<file path="src/design/cpu_config.svh">
`ifndef CPU_CONFIG_SVH
`define CPU_CONFIG_SVH

// core geometry, shared by rtl and testbench

`define CPU_WORD_W      16   // data word and register width
`define CPU_ADDR_W      10   // logical and physical address width

// paging
`define CPU_PAGE_BITS   6    // offset bits, 64 words per page
`define CPU_PAGE_COUNT  16   // physical pages in 1024 words

// register file
`define CPU_REG_COUNT   8    // registers, low 3 bits of reg field

`endif

</file>
<file path="src/design/isa_pkg.sv">
`default_nettype none

`include "cpu_config.svh"

package isa_pkg;

  // opcode byte, high half of instruction word 0
  typedef enum logic [7:0] {
    op_jmp       = 8'd1,   // pc <= operand
    op_ram2reg   = 8'd2,   // reg <= mem[operand]
    op_reg2ram   = 8'd3,   // mem[operand] <= reg
    op_num2reg   = 8'd4,   // reg <= operand
    op_reg_plus  = 8'd5,   // reg += operand
    op_reg_minus = 8'd6,   // reg -= operand
    op_exit      = 8'd17   // stop the core
  } opcode_e;

  // states of fetch and execute sides
  typedef enum logic [2:0] {
    st_fetch_hi,  // reading word 0
    st_fetch_lo,  // reading word 1
    st_wait,      // instruction handed over, waiting for retire
    st_exec,      // execute side ready for next instruction
    st_data,      // data access in flight
    st_halt       // exit seen
  } core_state_e;

  typedef struct packed {
    opcode_e                opcode;   // word 0 [15:8]
    logic [7:0]             reg_num;  // word 0 [7:0]
    logic [`CPU_WORD_W-1:0] operand;  // word 1
  } instr_t;

endpackage

`default_nettype wire

</file>
<file path="src/design/mem_pkg.sv">
`default_nettype none

`include "cpu_config.svh"

package mem_pkg;

  // translation engine states
  typedef enum logic [2:0] {
    mmu_idle,    // waiting for a request
    mmu_lookup,  // compare with last translation
    mmu_walk,    // one chain hop per cycle
    mmu_alloc,   // link lowest free page at chain end
    mmu_access,  // memory strobe out
    mmu_fault    // out of pages, sticky
  } mmu_state_e;

  typedef logic [$clog2(`CPU_PAGE_COUNT)-1:0] page_idx_t;  // physical or logical page
  typedef logic [`CPU_ADDR_W-1:0] laddr_t;                 // logical address
  typedef logic [`CPU_ADDR_W-1:0] paddr_t;                 // physical address, {page, offset}

endpackage

`default_nettype wire

</file>
<file path="src/design/mem_req_if.sv">
`timescale 1ns/1ps
`default_nettype none

`include "cpu_config.svh"

interface mem_req_if;
  import mem_pkg::*;

  logic                   req;    // level, held until done
  logic                   wr;     // 1 write, 0 read
  laddr_t                 laddr;  // logical address
  logic [`CPU_WORD_W-1:0] wdata;  // write data
  logic                   done;   // single cycle pulse
  logic [`CPU_WORD_W-1:0] rdata;  // valid with done
  logic                   fault;  // no free page left

  modport requester (output req, wr, laddr, wdata, input done, rdata, fault);

  modport mmu (input req, wr, laddr, wdata, output done, rdata, fault);

endinterface

`default_nettype wire

</file>
<file path="src/design/cpu_top.sv">
`timescale 1ns/1ps
`default_nettype none

`include "cpu_config.svh"

module cpu_top (
  input  logic                   clka,
  input  logic                   rst,
  output logic                   mem_rd,
  output logic                   mem_wr,
  output logic [`CPU_ADDR_W-1:0] mem_addr,
  output logic [`CPU_WORD_W-1:0] mem_wdata,
  input  logic [`CPU_WORD_W-1:0] mem_rdata,
  output logic                   halted,
  output logic                   fault
);
  import isa_pkg::*;
  import mem_pkg::*;

  instr_t instr;        // fetch to execute
  logic   instr_valid;
  logic   instr_done;
  logic   jump;
  laddr_t jump_target;

  mem_req_if f_req ();  // instruction side
  mem_req_if d_req ();  // data side

  fetch_unit i_fetch (
    .clka        (clka),
    .rst         (rst),
    .f_req       (f_req.requester),
    .instr       (instr),
    .instr_valid (instr_valid),
    .instr_done  (instr_done),
    .jump        (jump),
    .jump_target (jump_target),
    .halted      (halted)
  );

  exec_unit i_exec (
    .clka        (clka),
    .rst         (rst),
    .instr       (instr),
    .instr_valid (instr_valid),
    .instr_done  (instr_done),
    .jump        (jump),
    .jump_target (jump_target),
    .d_req       (d_req.requester),
    .halted      (halted)
  );

  mmu i_mmu (
    .clka      (clka),
    .rst       (rst),
    .f_req     (f_req.mmu),
    .d_req     (d_req.mmu),
    .mem_rd    (mem_rd),
    .mem_wr    (mem_wr),
    .mem_addr  (mem_addr),
    .mem_wdata (mem_wdata),
    .mem_rdata (mem_rdata),
    .fault     (fault)
  );

endmodule

`default_nettype wire

</file>
<file path="src/design/exec_unit.sv">
`timescale 1ns/1ps
`default_nettype none

`include "cpu_config.svh"

module exec_unit (
  input  logic             clka,
  input  logic             rst,
  input  isa_pkg::instr_t  instr,
  input  logic             instr_valid,
  output logic             instr_done,
  output logic             jump,
  output mem_pkg::laddr_t  jump_target,
  mem_req_if.requester     d_req,
  output logic             halted
);
  import isa_pkg::*;

  localparam int REG_BITS = $clog2(`CPU_REG_COUNT);

  core_state_e            state;
  logic [`CPU_WORD_W-1:0] regs [`CPU_REG_COUNT];  // register file
  logic [REG_BITS-1:0]    ri;                     // selected register
  logic                   req_q;

  assign ri          = instr.reg_num[REG_BITS-1:0];       // upper reg bits ignored
  assign jump_target = instr.operand[`CPU_ADDR_W-1:0];    // low 10 bits as logical addr

  // data request fields come straight from the held instruction
  assign d_req.req   = req_q;
  assign d_req.wr    = (instr.opcode == op_reg2ram);
  assign d_req.laddr = instr.operand[`CPU_ADDR_W-1:0];
  assign d_req.wdata = regs[ri];

  always_ff @(posedge clka) begin
    if (!rst) begin
      state      <= st_exec;
      instr_done <= 1'b0;
      jump       <= 1'b0;
      halted     <= 1'b0;
      req_q      <= 1'b0;
      for (int i = 0; i < `CPU_REG_COUNT; i++) begin
        regs[i] <= '0;
      end
    end else begin
      instr_done <= 1'b0;  // pulses
      jump       <= 1'b0;
      case (state)
        st_exec: begin
          if (instr_valid) begin
            case (instr.opcode)
              op_num2reg: begin
                regs[ri]   <= instr.operand;
                instr_done <= 1'b1;
              end
              op_reg_plus: begin
                regs[ri]   <= regs[ri] + instr.operand;  // wraps at 16 bits
                instr_done <= 1'b1;
              end
              op_reg_minus: begin
                regs[ri]   <= regs[ri] - instr.operand;
                instr_done <= 1'b1;
              end
              op_jmp: begin
                jump       <= 1'b1;  // target taken by fetch with done
                instr_done <= 1'b1;
              end
              op_ram2reg, op_reg2ram: begin
                req_q <= 1'b1;       // retire on done
                state <= st_data;
              end
              op_exit: begin
                halted     <= 1'b1;
                instr_done <= 1'b1;
                state      <= st_halt;
              end
              default: instr_done <= 1'b1;  // unknown opcode, no-op
            endcase
          end
        end
        st_data: begin
          if (d_req.done) begin
            req_q <= 1'b0;
            if (instr.opcode == op_ram2reg) regs[ri] <= d_req.rdata;
            instr_done <= 1'b1;
            state      <= st_exec;
          end
        end
        default: ;  // st_halt
      endcase
    end
  end

  // request holds its address until the mmu answers
  assert property (@(posedge clka) disable iff (!rst)
    (d_req.req && !d_req.done) |=> d_req.req && $stable(d_req.laddr));

  // once out of pages the data side stays stalled
  assert property (@(posedge clka) disable iff (!rst)
    d_req.fault |=> d_req.fault && !d_req.done);

endmodule

`default_nettype wire

</file>
<file path="src/design/fetch_unit.sv">
`timescale 1ns/1ps
`default_nettype none

`include "cpu_config.svh"

module fetch_unit (
  input  logic             clka,
  input  logic             rst,
  mem_req_if.requester     f_req,
  output isa_pkg::instr_t  instr,
  output logic             instr_valid,
  input  logic             instr_done,
  input  logic             jump,
  input  mem_pkg::laddr_t  jump_target,
  input  logic             halted
);
  import isa_pkg::*;
  import mem_pkg::*;

  core_state_e state;
  laddr_t      pc;     // address of word 0
  logic        req_q;  // request level

  assign f_req.req   = req_q;
  assign f_req.wr    = 1'b0;                                 // instruction reads only
  assign f_req.laddr = (state == st_fetch_lo) ? pc + 1'b1 : pc;  // word 1 follows word 0
  assign f_req.wdata = '0;

  always_ff @(posedge clka) begin
    if (!rst) begin
      state       <= st_fetch_hi;
      pc          <= '0;
      req_q       <= 1'b0;
      instr_valid <= 1'b0;
    end else begin
      instr_valid <= 1'b0;  // pulse
      case (state)
        st_fetch_hi, st_fetch_lo: begin
          if (!req_q) begin
            req_q <= 1'b1;               // fields settle with state
          end else if (f_req.done) begin
            req_q <= 1'b0;
            if (state == st_fetch_hi) begin
              state <= st_fetch_lo;
            end else begin
              instr_valid <= 1'b1;       // both words in
              pc          <= pc + 2'd2;
              state       <= st_wait;
            end
          end
        end
        st_wait: begin
          if (halted) begin
            state <= st_halt;            // exit retired, stop issuing
          end else if (instr_done) begin
            if (jump) pc <= jump_target;
            state <= st_fetch_hi;
          end
        end
        default: ;                       // st_halt, parked
      endcase
    end
  end

  // instruction register, loaded from the read data in the done cycle
  always_ff @(posedge clka) begin
    if (f_req.done && state == st_fetch_hi) begin
      instr.opcode  <= opcode_e'(f_req.rdata[15:8]);
      instr.reg_num <= f_req.rdata[7:0];
    end
    if (f_req.done && state == st_fetch_lo) begin
      instr.operand <= f_req.rdata;
    end
  end

  // the mmu answers only a pending fetch and never once out of pages
  assert property (@(posedge clka) disable iff (!rst)
    f_req.done |-> f_req.req && !f_req.fault);

endmodule

`default_nettype wire

</file>
<file path="src/design/mmu.sv">
`timescale 1ns/1ps
`default_nettype none

`include "cpu_config.svh"

module mmu (
  input  logic                   clka,
  input  logic                   rst,
  mem_req_if.mmu                 f_req,
  mem_req_if.mmu                 d_req,
  output logic                   mem_rd,
  output logic                   mem_wr,
  output mem_pkg::paddr_t        mem_addr,
  output logic [`CPU_WORD_W-1:0] mem_wdata,
  input  logic [`CPU_WORD_W-1:0] mem_rdata,
  output logic                   fault
);
  import mem_pkg::*;

  mmu_state_e                 state;
  page_idx_t                  chain [`CPU_PAGE_COUNT];  // next page of the process, self at tail
  page_idx_t                  lpage [`CPU_PAGE_COUNT];  // logical page held by each physical page
  logic [`CPU_PAGE_COUNT-1:0] used;                     // page belongs to the chain
  page_idx_t                  cache_lpage;              // last translation
  page_idx_t                  cache_ppage;
  page_idx_t                  cur;                      // walk position
  logic                       sel_d;                    // 1 data side, 0 fetch side
  logic                       done_q;

  laddr_t                     laddr;
  logic                       wr;
  logic [`CPU_WORD_W-1:0]     wdata;
  page_idx_t                  lp;
  page_idx_t                  free_page;
  logic                       free_found;
  logic                       issue;                    // translation known this cycle
  page_idx_t                  issue_page;

  // selected requester, fields are held stable until done
  assign laddr = sel_d ? d_req.laddr : f_req.laddr;
  assign wr    = sel_d ? d_req.wr : f_req.wr;
  assign wdata = sel_d ? d_req.wdata : f_req.wdata;
  assign lp    = laddr[`CPU_ADDR_W-1:`CPU_PAGE_BITS];

  assign f_req.done  = done_q & ~sel_d;
  assign d_req.done  = done_q & sel_d;
  assign f_req.rdata = mem_rdata;  // memory answers the cycle after mem_rd
  assign d_req.rdata = mem_rdata;
  assign fault       = (state == mmu_fault);
  assign f_req.fault = fault;
  assign d_req.fault = fault;

  // lowest free physical page
  always_comb begin
    free_found = 1'b0;
    free_page  = '0;
    for (int i = `CPU_PAGE_COUNT - 1; i >= 0; i--) begin
      if (!used[i]) begin
        free_found = 1'b1;
        free_page  = page_idx_t'(i);
      end
    end
  end

  always_comb begin
    issue      = 1'b0;
    issue_page = cache_ppage;
    case (state)
      mmu_lookup: issue = (lp == cache_lpage);  // hit
      mmu_walk: begin
        issue      = (lpage[cur] == lp);         // found in chain
        issue_page = cur;
      end
      mmu_alloc: begin
        issue      = free_found;
        issue_page = free_page;
      end
      default: ;
    endcase
  end

  always_ff @(posedge clka) begin
    if (!rst) begin
      state       <= mmu_idle;
      sel_d       <= 1'b0;
      done_q      <= 1'b0;
      mem_rd      <= 1'b0;
      mem_wr      <= 1'b0;
      used        <= `CPU_PAGE_COUNT'(1);  // only page 0 owned
      cache_lpage <= '0;
      cache_ppage <= '0;
      cur         <= '0;
      for (int i = 0; i < `CPU_PAGE_COUNT; i++) begin
        chain[i] <= page_idx_t'(i);         // every page its own tail
        lpage[i] <= '0;
      end
    end else begin
      mem_rd <= 1'b0;  // strobes are pulses
      mem_wr <= 1'b0;
      done_q <= 1'b0;
      if (issue) begin
        mem_rd      <= ~wr;
        mem_wr      <= wr;
        done_q      <= wr;               // write done with mem_wr
        cache_lpage <= lp;
        cache_ppage <= issue_page;
        state       <= mmu_access;
      end
      case (state)
        mmu_idle: begin
          // skip the read done cycle, the requester still holds req there
          if (!done_q && (f_req.req || d_req.req)) begin
            sel_d <= ~f_req.req;         // fetch side first
            state <= mmu_lookup;
          end
        end
        mmu_lookup: begin
          if (!issue) begin
            cur   <= '0;                 // chain starts at page 0
            state <= mmu_walk;
          end
        end
        mmu_walk: begin
          if (!issue) begin
            if (chain[cur] == cur) state <= mmu_alloc;  // tail, not mapped
            else cur <= chain[cur];
          end
        end
        mmu_alloc: begin
          if (free_found) begin
            chain[cur]       <= free_page;  // cur is the tail
            chain[free_page] <= free_page;
            lpage[free_page] <= lp;
            used[free_page]  <= 1'b1;
          end else begin
            state <= mmu_fault;
          end
        end
        mmu_access: begin
          done_q <= mem_rd;              // read data arrives next cycle
          state  <= mmu_idle;
        end
        default: ;                       // mmu_fault holds
      endcase
    end
  end

  // physical address and write data
  always_ff @(posedge clka) begin
    if (issue) begin
      mem_addr  <= {issue_page, laddr[`CPU_PAGE_BITS-1:0]};
      mem_wdata <= wdata;
    end
  end

  // strobes go out only for a held request and on a page the chain owns
  assert property (@(posedge clka) disable iff (!rst)
    (mem_rd || mem_wr) |->
      (sel_d ? d_req.req : f_req.req) && used[mem_addr[`CPU_ADDR_W-1:`CPU_PAGE_BITS]]);

  // the walk only visits pages that were taken off the free set
  assert property (@(posedge clka) disable iff (!rst)
    (state == mmu_walk) |-> used[cur] && used[chain[cur]]);

endmodule

`default_nettype wire

</file>
<file path="config.mk">
export PLATFORM = sky130hd
export DESIGN_NAME = cpu_top
export DESIGN_NICKNAME = d
export VERILOG_FILES = /design/src/design/isa_pkg.sv /design/src/design/mem_pkg.sv /design/src/design/mem_req_if.sv /design/src/design/cpu_top.sv /design/src/design/exec_unit.sv /design/src/design/fetch_unit.sv /design/src/design/mmu.sv
export VERILOG_INCLUDE_DIRS = /design/src /design/src/design
export SDC_FILE = /design/constraint.sdc
export NUM_CORES = 1
export LEC_CHECK = 0
export ABC_AREA = 0
export BUFFER_PORTS_ARGS = -buffer_cell sky130_fd_sc_hd__buf_4
export CAP_MARGIN = 25
export CELL_PAD_IN_SITES_DETAIL_PLACEMENT = 1
export CELL_PAD_IN_SITES_GLOBAL_PLACEMENT = 2
export CORE_MARGIN = 2
export CORE_UTILIZATION = 48
export CTS_BUF_LIST = sky130_fd_sc_hd__clkbuf_8
export DETAILED_ROUTE_END_ITERATION = 8
export GPL_ROUTABILITY_DRIVEN = 0
export GPL_TIMING_DRIVEN = 0
export PLACE_DENSITY = 0.87
export SYNTH_ARGS = -nofsm -noshare
export SYNTH_HDL_FRONTEND = slang
export SYNTH_SLANG_ARGS = --single-unit
</file>
<file path="constraint.sdc">
create_clock -name clka -period 8.7 [get_ports clka]
set_input_delay 0.435 -clock clka [delete_from_list [all_inputs] [get_ports clka]]
set_output_delay 0.435 -clock clka [all_outputs]
set_load 0.01 [all_outputs]
</file>
## Word-level counts from Yosys, hierarchy flattened

Memory sizes are Yosys's and may differ from the RTL's. A register that Yosys moved wholly into a read port is not among the register bits.
Cells that the tools add are included.

- Bits in registers: 110
- Memory bits (writable): 256
- Input bits: 18
- Output and inout port bits: 30
- Word-level logic and storage cells: 228
- Memories: 3

Memories:

| name | words | width | rd ports | clocked after Yosys merged registers in | write ports | RTL line | text |
|---|---|---|---|---|---|---|---|
| i_exec.regs | 8 | 16 | 1 | 1 | 8 | exec_unit.sv:22 | `` logic [`CPU_WORD_W-1:0] regs [`CPU_REG_COUNT]; `` |
| i_mmu.chain | 16 | 4 | 1 | 1 | 16 | mmu.sv:21 | `` page_idx_t chain [`CPU_PAGE_COUNT]; `` |
| i_mmu.lpage | 16 | 4 | 1 | 1 | 16 | mmu.sv:22 | `` page_idx_t lpage [`CPU_PAGE_COUNT]; `` |

- Add/sub/neg operators: 4
- $lt $le $gt $ge: 2
- Equality and inequality tests: 33
- Muxes and demuxes: 126
- Bitwise operators: 9
- Reduce and logical (&&, ||, !) cells: 28

Operator list:

| kind | number |
|---|---|
| 2-to-1 mux 4 bit | 29 |
| 2-to-1 mux 10 bit | 8 |
| 2-to-1 mux 16 bit | 4 |
| 2-to-1 mux 1 bit | 59 |
| 2-to-1 mux 3 bit | 14 |
| == test 8 x 3 -> 1 bit (second input constant) | 3 |
| case mux 10 bit (2 select lines) | 1 |
| AND reduction 4 bit | 5 |
| case mux 3 bit (2 select lines) | 3 |
| adder 16 bit | 1 |
| == test 8 x 2 -> 1 bit (second input constant) | 2 |
| OR 16 bit | 1 |
| case mux 4 bit (2 select lines) | 2 |
| OR reduction 16 bit | 1 |
| subtractor 16 bit | 1 |
| case mux 3 bit (5 select lines) | 1 |
| inequality test 2 bit (second input constant) | 7 |
| == test 3 x 2 -> 1 bit (second input constant) | 4 |
| == test 4 bit | 3 |
| OR reduction 4 bit | 3 |
| adder 10 x 1 -> 10 bit (second input constant) | 1 |
| adder 10 x 2 -> 10 bit (second input constant) | 1 |
| inequality test 2 x 1 -> 1 bit (second input constant) | 5 |
| == test 3 bit (second input constant) | 3 |
| 23 further kinds | 40 |

## Logic depth before layout (Yosys ltp)

- Word-level depth: 22
- Gate-level depth with buffers: 18
- Gate-level depth less buffers: 16

## Cells and area by module

From an unflattened synthesis, not the netlist that was laid out.

- Cell total of the unflattened synthesis: 1785
- Area, all modules: 19547.5 µm²

Modules (own cells, without submodules):

| module | instances | cells an instance | area an instance (µm²) | seq. area each (µm²) |
|---|---|---|---|---|
| mmu | 1 | 789 | 9086.2 | 5405.2 |
| exec_unit | 1 | 815 | 8336.7 | 3983.8 |
| fetch_unit | 1 | 181 | 2124.5 | 1261.2 |

## Worst setup path before layout

No wires, ideal clock.

- Path type: reg-to-reg
- Start: register (tool-made name)
- End: memory i_exec.regs[5][15] in the netlist's numbering (data pin)
- Setup time: 0.266 ns
- Data arrival time: 4.323 ns
- Data required time: 8.434 ns
- Path slack: 4.111 ns
- Stages on the path, launching flop included: 17
- Buffers on the path: 3
- Period minus slack after synthesis: 4.589 ns
- Path through: dfxtp_1 -> clkbuf_1 -> buf_1 -> mux4_2 -> mux2_2 -> ha_1 -> clkbuf_1 -> nand2b_1 -> a21oi_1 -> a311o_1 -> a31o_2 -> o21a_1 -> o41ai_1 -> mux2i_1 -> or3_1 -> a31oi_2 -> nor2_1

RTL lines:

| element | RTL line |
|---|---|
| end, declared | exec_unit.sv:22 |

==> metrics.md <==
| Metric | Value |
|---|---|
| CTS tree | yes |
| CTS buffer count | slightly above 60 |
| Max-cap violations | 0 |
| PortBufs | 47 |
| Grt total ovfl | 0 |
| Status | completed |
| Final hold violation count | 0 |
| Io pins | 48 |
| Count leader, synth | edfxtp_1 |
| Total setup buffers inserted after CTS | 0 |
| Placed wire-length estimate | just under 40 mm |
| Yosys cell types | 75 |
| Post-synth top cells | 309 x edfxtp_1, 284 x nor2_1, 179 x nand2_1 |
| Seq/Total Area, Yosys | 0.584 |
| Antenna-violating nets left | 0 |
| Max Slew Vio Count | 0 |
| Hold Path Class | flop to flop |
| Number of flops mapped to enable cells by yosys | 309 |
| Arrival time worst endpoint | 6.26 ns |
| Setup Skew | 0.0262 ns |
| GRT Total Usage | 0.286 |
| Register-to-register path setup slack | ~2.8 ns |
| Placed cell area | approximately 0.019 mm^2 |
| Setup TNS | 0 ns |
| Startpoint class of the critical path | flop |
| Share of cells above drive strength 1 | 0.137 |
| Pin count of the biggest net entering global routing | 36 |
| Synthesized area per cell | 11.4 um^2 |
| Core box area | between 0.03 and 0.04 mm^2 |
| Top cells by area, synth | edfxtp_1 51%, dfxtp_1 7.1%, mux4_2 6.5% |
| RSZ-0062 raised after global routing | no |
| Vias per cell | 5.81 |
| Final setup fails | 0 |
| Lkg Pwr | ~7.3 nW |
| Area growth syn-to-layout | 13.7% |
| Synthesized area | approximately 0.018 mm^2 |
| WL final | approximately 55 mm |
| Most used cell, CP | nor2_1 |
| Fillcell total | between 3,000 and 4,000 |
| Clk buf depth | 3 |
| Power per Cell Area | 208 mW/mm^2 |
| Worst path cell trace | clkbuf_1, buf_1, mux4_2, mux2i_1, inv_1, ha_1, nor2b_1, o2111a_1, nor3_1, o31ai_1, a21oi_1, xor2_1, nor2_1, or3_1, a31oi_2, nor2_1 |
| DRT Pass-1 Iters | 5 |
| # nets final | 1,763 |
| Syn Nets | roughly 1,600 |
| Ys async rst share | 0 |
| Slowest stage delay, CP | between 0.7 and 0.8 ns |
| Wire length per cell | roughly 24 um |
| Final instance area | ~0.021 mm^2 |
| Synth Instances | ~1,600 |
| Post_cts resized | 0 |
| Met3 routed WL | roughly 2.8 mm |
| #FFs+latches synth | around 370 |
| Antenna cells | 0 |
| Syn. warnings | 0 |
| Measured slew at the worst slew-check pin | 0.959 ns |
| Worst setup margin | 2.84 ns |
| Via count | between 10,000 and 15,000 |
| Multi-input gate area | approximately 0.0070 mm^2 |
| DR iter-0 viols | 756 |
| Relative slew margins | 0.348 |
| Clk root buf | clkbuf_8 |
| Synth area leader | edfxtp_1 |
| Die W | approximately 200 um |
| Register Area | about 0.011 mm^2 |
| Die Y | 198 um |
| Sink Count | about 370 |
| Top Layer Used | met4 |
| Row Count | slightly above 70 |
| Hold WS | about 0.46 ns |
| FMAX | around 170 MHz |
| Worst-path clk slew | 0.06 ns |
| Die area | just under 0.04 mm^2 |
| Critical path class | flop to flop |
| Initial Util | 0.483 |
| Top_reg_cell synth | edfxtp_1 |
| Final period util | 0.674 |
| WL met2 | approximately 28 mm |
| # hold bufs at CTS | 16 |
| Crit-path max FO | 10 |
| First-pass GRT wire length | 83.2 mm |
| Drc violations | 0 |
| Post-Place Worst Slack | ~2.9 ns |
| Critical Path RT | a little over 9 ns |
| Htree depth | 2 |
| Minimum clock period | around 6 ns |
| VDD IR-drop max | approximately 160 uV |
| Clock latency on the worst-skew pair | about 0.68 ns |
| Critical-path top delay cell | buf_1 |
| Met1 WL | between 20 and 25 mm |
| Vias in the first global route | between 10,000 and 15,000 |
| Initial antenna violation count | 0 |
| Share of the synthesized area in the top cell type | 0.514 |
| Crit end category | flop |
metrics by stage:
stage          utilization  instances  total power [mW]
2_1_floorplan            -       1579              2.46
3_3_place_gp         0.510       2137              2.70
3_5_place_dp         0.511       2140              2.72
4_1_cts              0.549       2271              4.31
5_1_grt              0.549       2273              4.44
6_report             0.549       2273              4.28
where the power goes:
part	total, mW	leakage, nW	internal (mW)	switching, mW
Sequential	2.11	3.50	2.06	0.0452
Combinational	0.584	3.03	0.210	0.375
Clock	1.59	0.764	0.843	0.742
critical path, delay by kind of cell (launching register included):
family          cells  cell delay (ns)
buf+inv             3             1.21
mux                 2             1.16
compound gates      4             1.28
flops               1             0.31
simple gates        5             1.12
fa+ha+maj           1             0.31
xor+xnor            1             0.18
per-layer routing:
metal / vias to the layer above / track usage
li1: 6002 / -
met1: 6679 / 0.351
met2: 411 / 0.511
met3: 108 / 0.0456
met4: 0 / 0.103
met5: - / 0
area by class of cell:
cell class / instances / area share
Clock inverter: 43 / 0.0132
Clock buffer: 72 / 0.0482
Buffer: 88 / 0.0174
Tap cell: 511 / 0.0311
Sequential cell: 373 / 0.514
Inverter: 45 / 0.00822
Multi-Input combinational cell: 1073 / 0.340
Timing Repair Buffer: 68 / 0.0278
path summary, 6_finish.rpt:
| check | cells after the start | start | endpoint |
|---|---|---|---|
| setup reg to reg | 16 | flop | i_exec.regs[5][15]$_SDFFCE_PN0P_ |
| hold / removal | 2 | i_mmu.used[14]$_SDFFE_PN0N_ | i_mmu.used[14]$_SDFFE_PN0N_ |
| setup / recovery | 16 | flop | i_exec.regs[5][15]$_SDFFCE_PN0P_ |
| hold reg to reg | 2 | i_mmu.used[14]$_SDFFE_PN0N_ | i_mmu.used[14]$_SDFFE_PN0N_ |
logic make-up after synthesis:
kind of cell    count (synthesis)  synth area share
fa+ha+maj                      36            0.0256
buf+inv                       133            0.0292
mux                           110            0.0990
compound gates                233            0.0829
simple gates                  662             0.163
flops                         373             0.584
xor+xnor                       32            0.0159
sequential cells by signal (all words and copies together), names as in the netlist, named ones only:
signal               flops
i_exec.regs            128
i_mmu.chain             64
i_mmu.lpage             64
i_fetch.instr           27
i_mmu.mem_wdata         16
i_mmu.used              16
i_fetch.pc              10
i_mmu.mem_addr          10
i_mmu.cache_lpage        4
i_mmu.cache_ppage        4
i_mmu.cur                4
i_exec.state             3
i_fetch.state            3
i_mmu.state              3
i_exec.d_req.req         1
i_exec.halted            1
i_exec.instr_done        1
i_exec.jump              1
i_fetch.f_req.req        1
i_fetch.instr_valid      1
i_mmu.done_q             1
i_mmu.mem_rd             1
i_mmu.mem_wr             1
i_mmu.sel_d              1
cell usage in the layout (no fill, tap or decap), drive strengths merged, types with 8 or more instances in the layout:
cell type	n
edfxtp	309
nand3	56
nor2	285
o21bai	8
nand2	179
nand4	10
a21oi	53
ha	33
o21ai	73
dfxtp	64
a211oi	10
nor2b	23
mux2i	41
inv	78
xnor2	20
mux2	17
mux4	52
dlygate4sd3	16
clkbuf	141
xor2	12
nor3	20
buf	71
and2	37
and3	11
a22oi	18
o211ai	13
(Power assumes the default switching activity.)
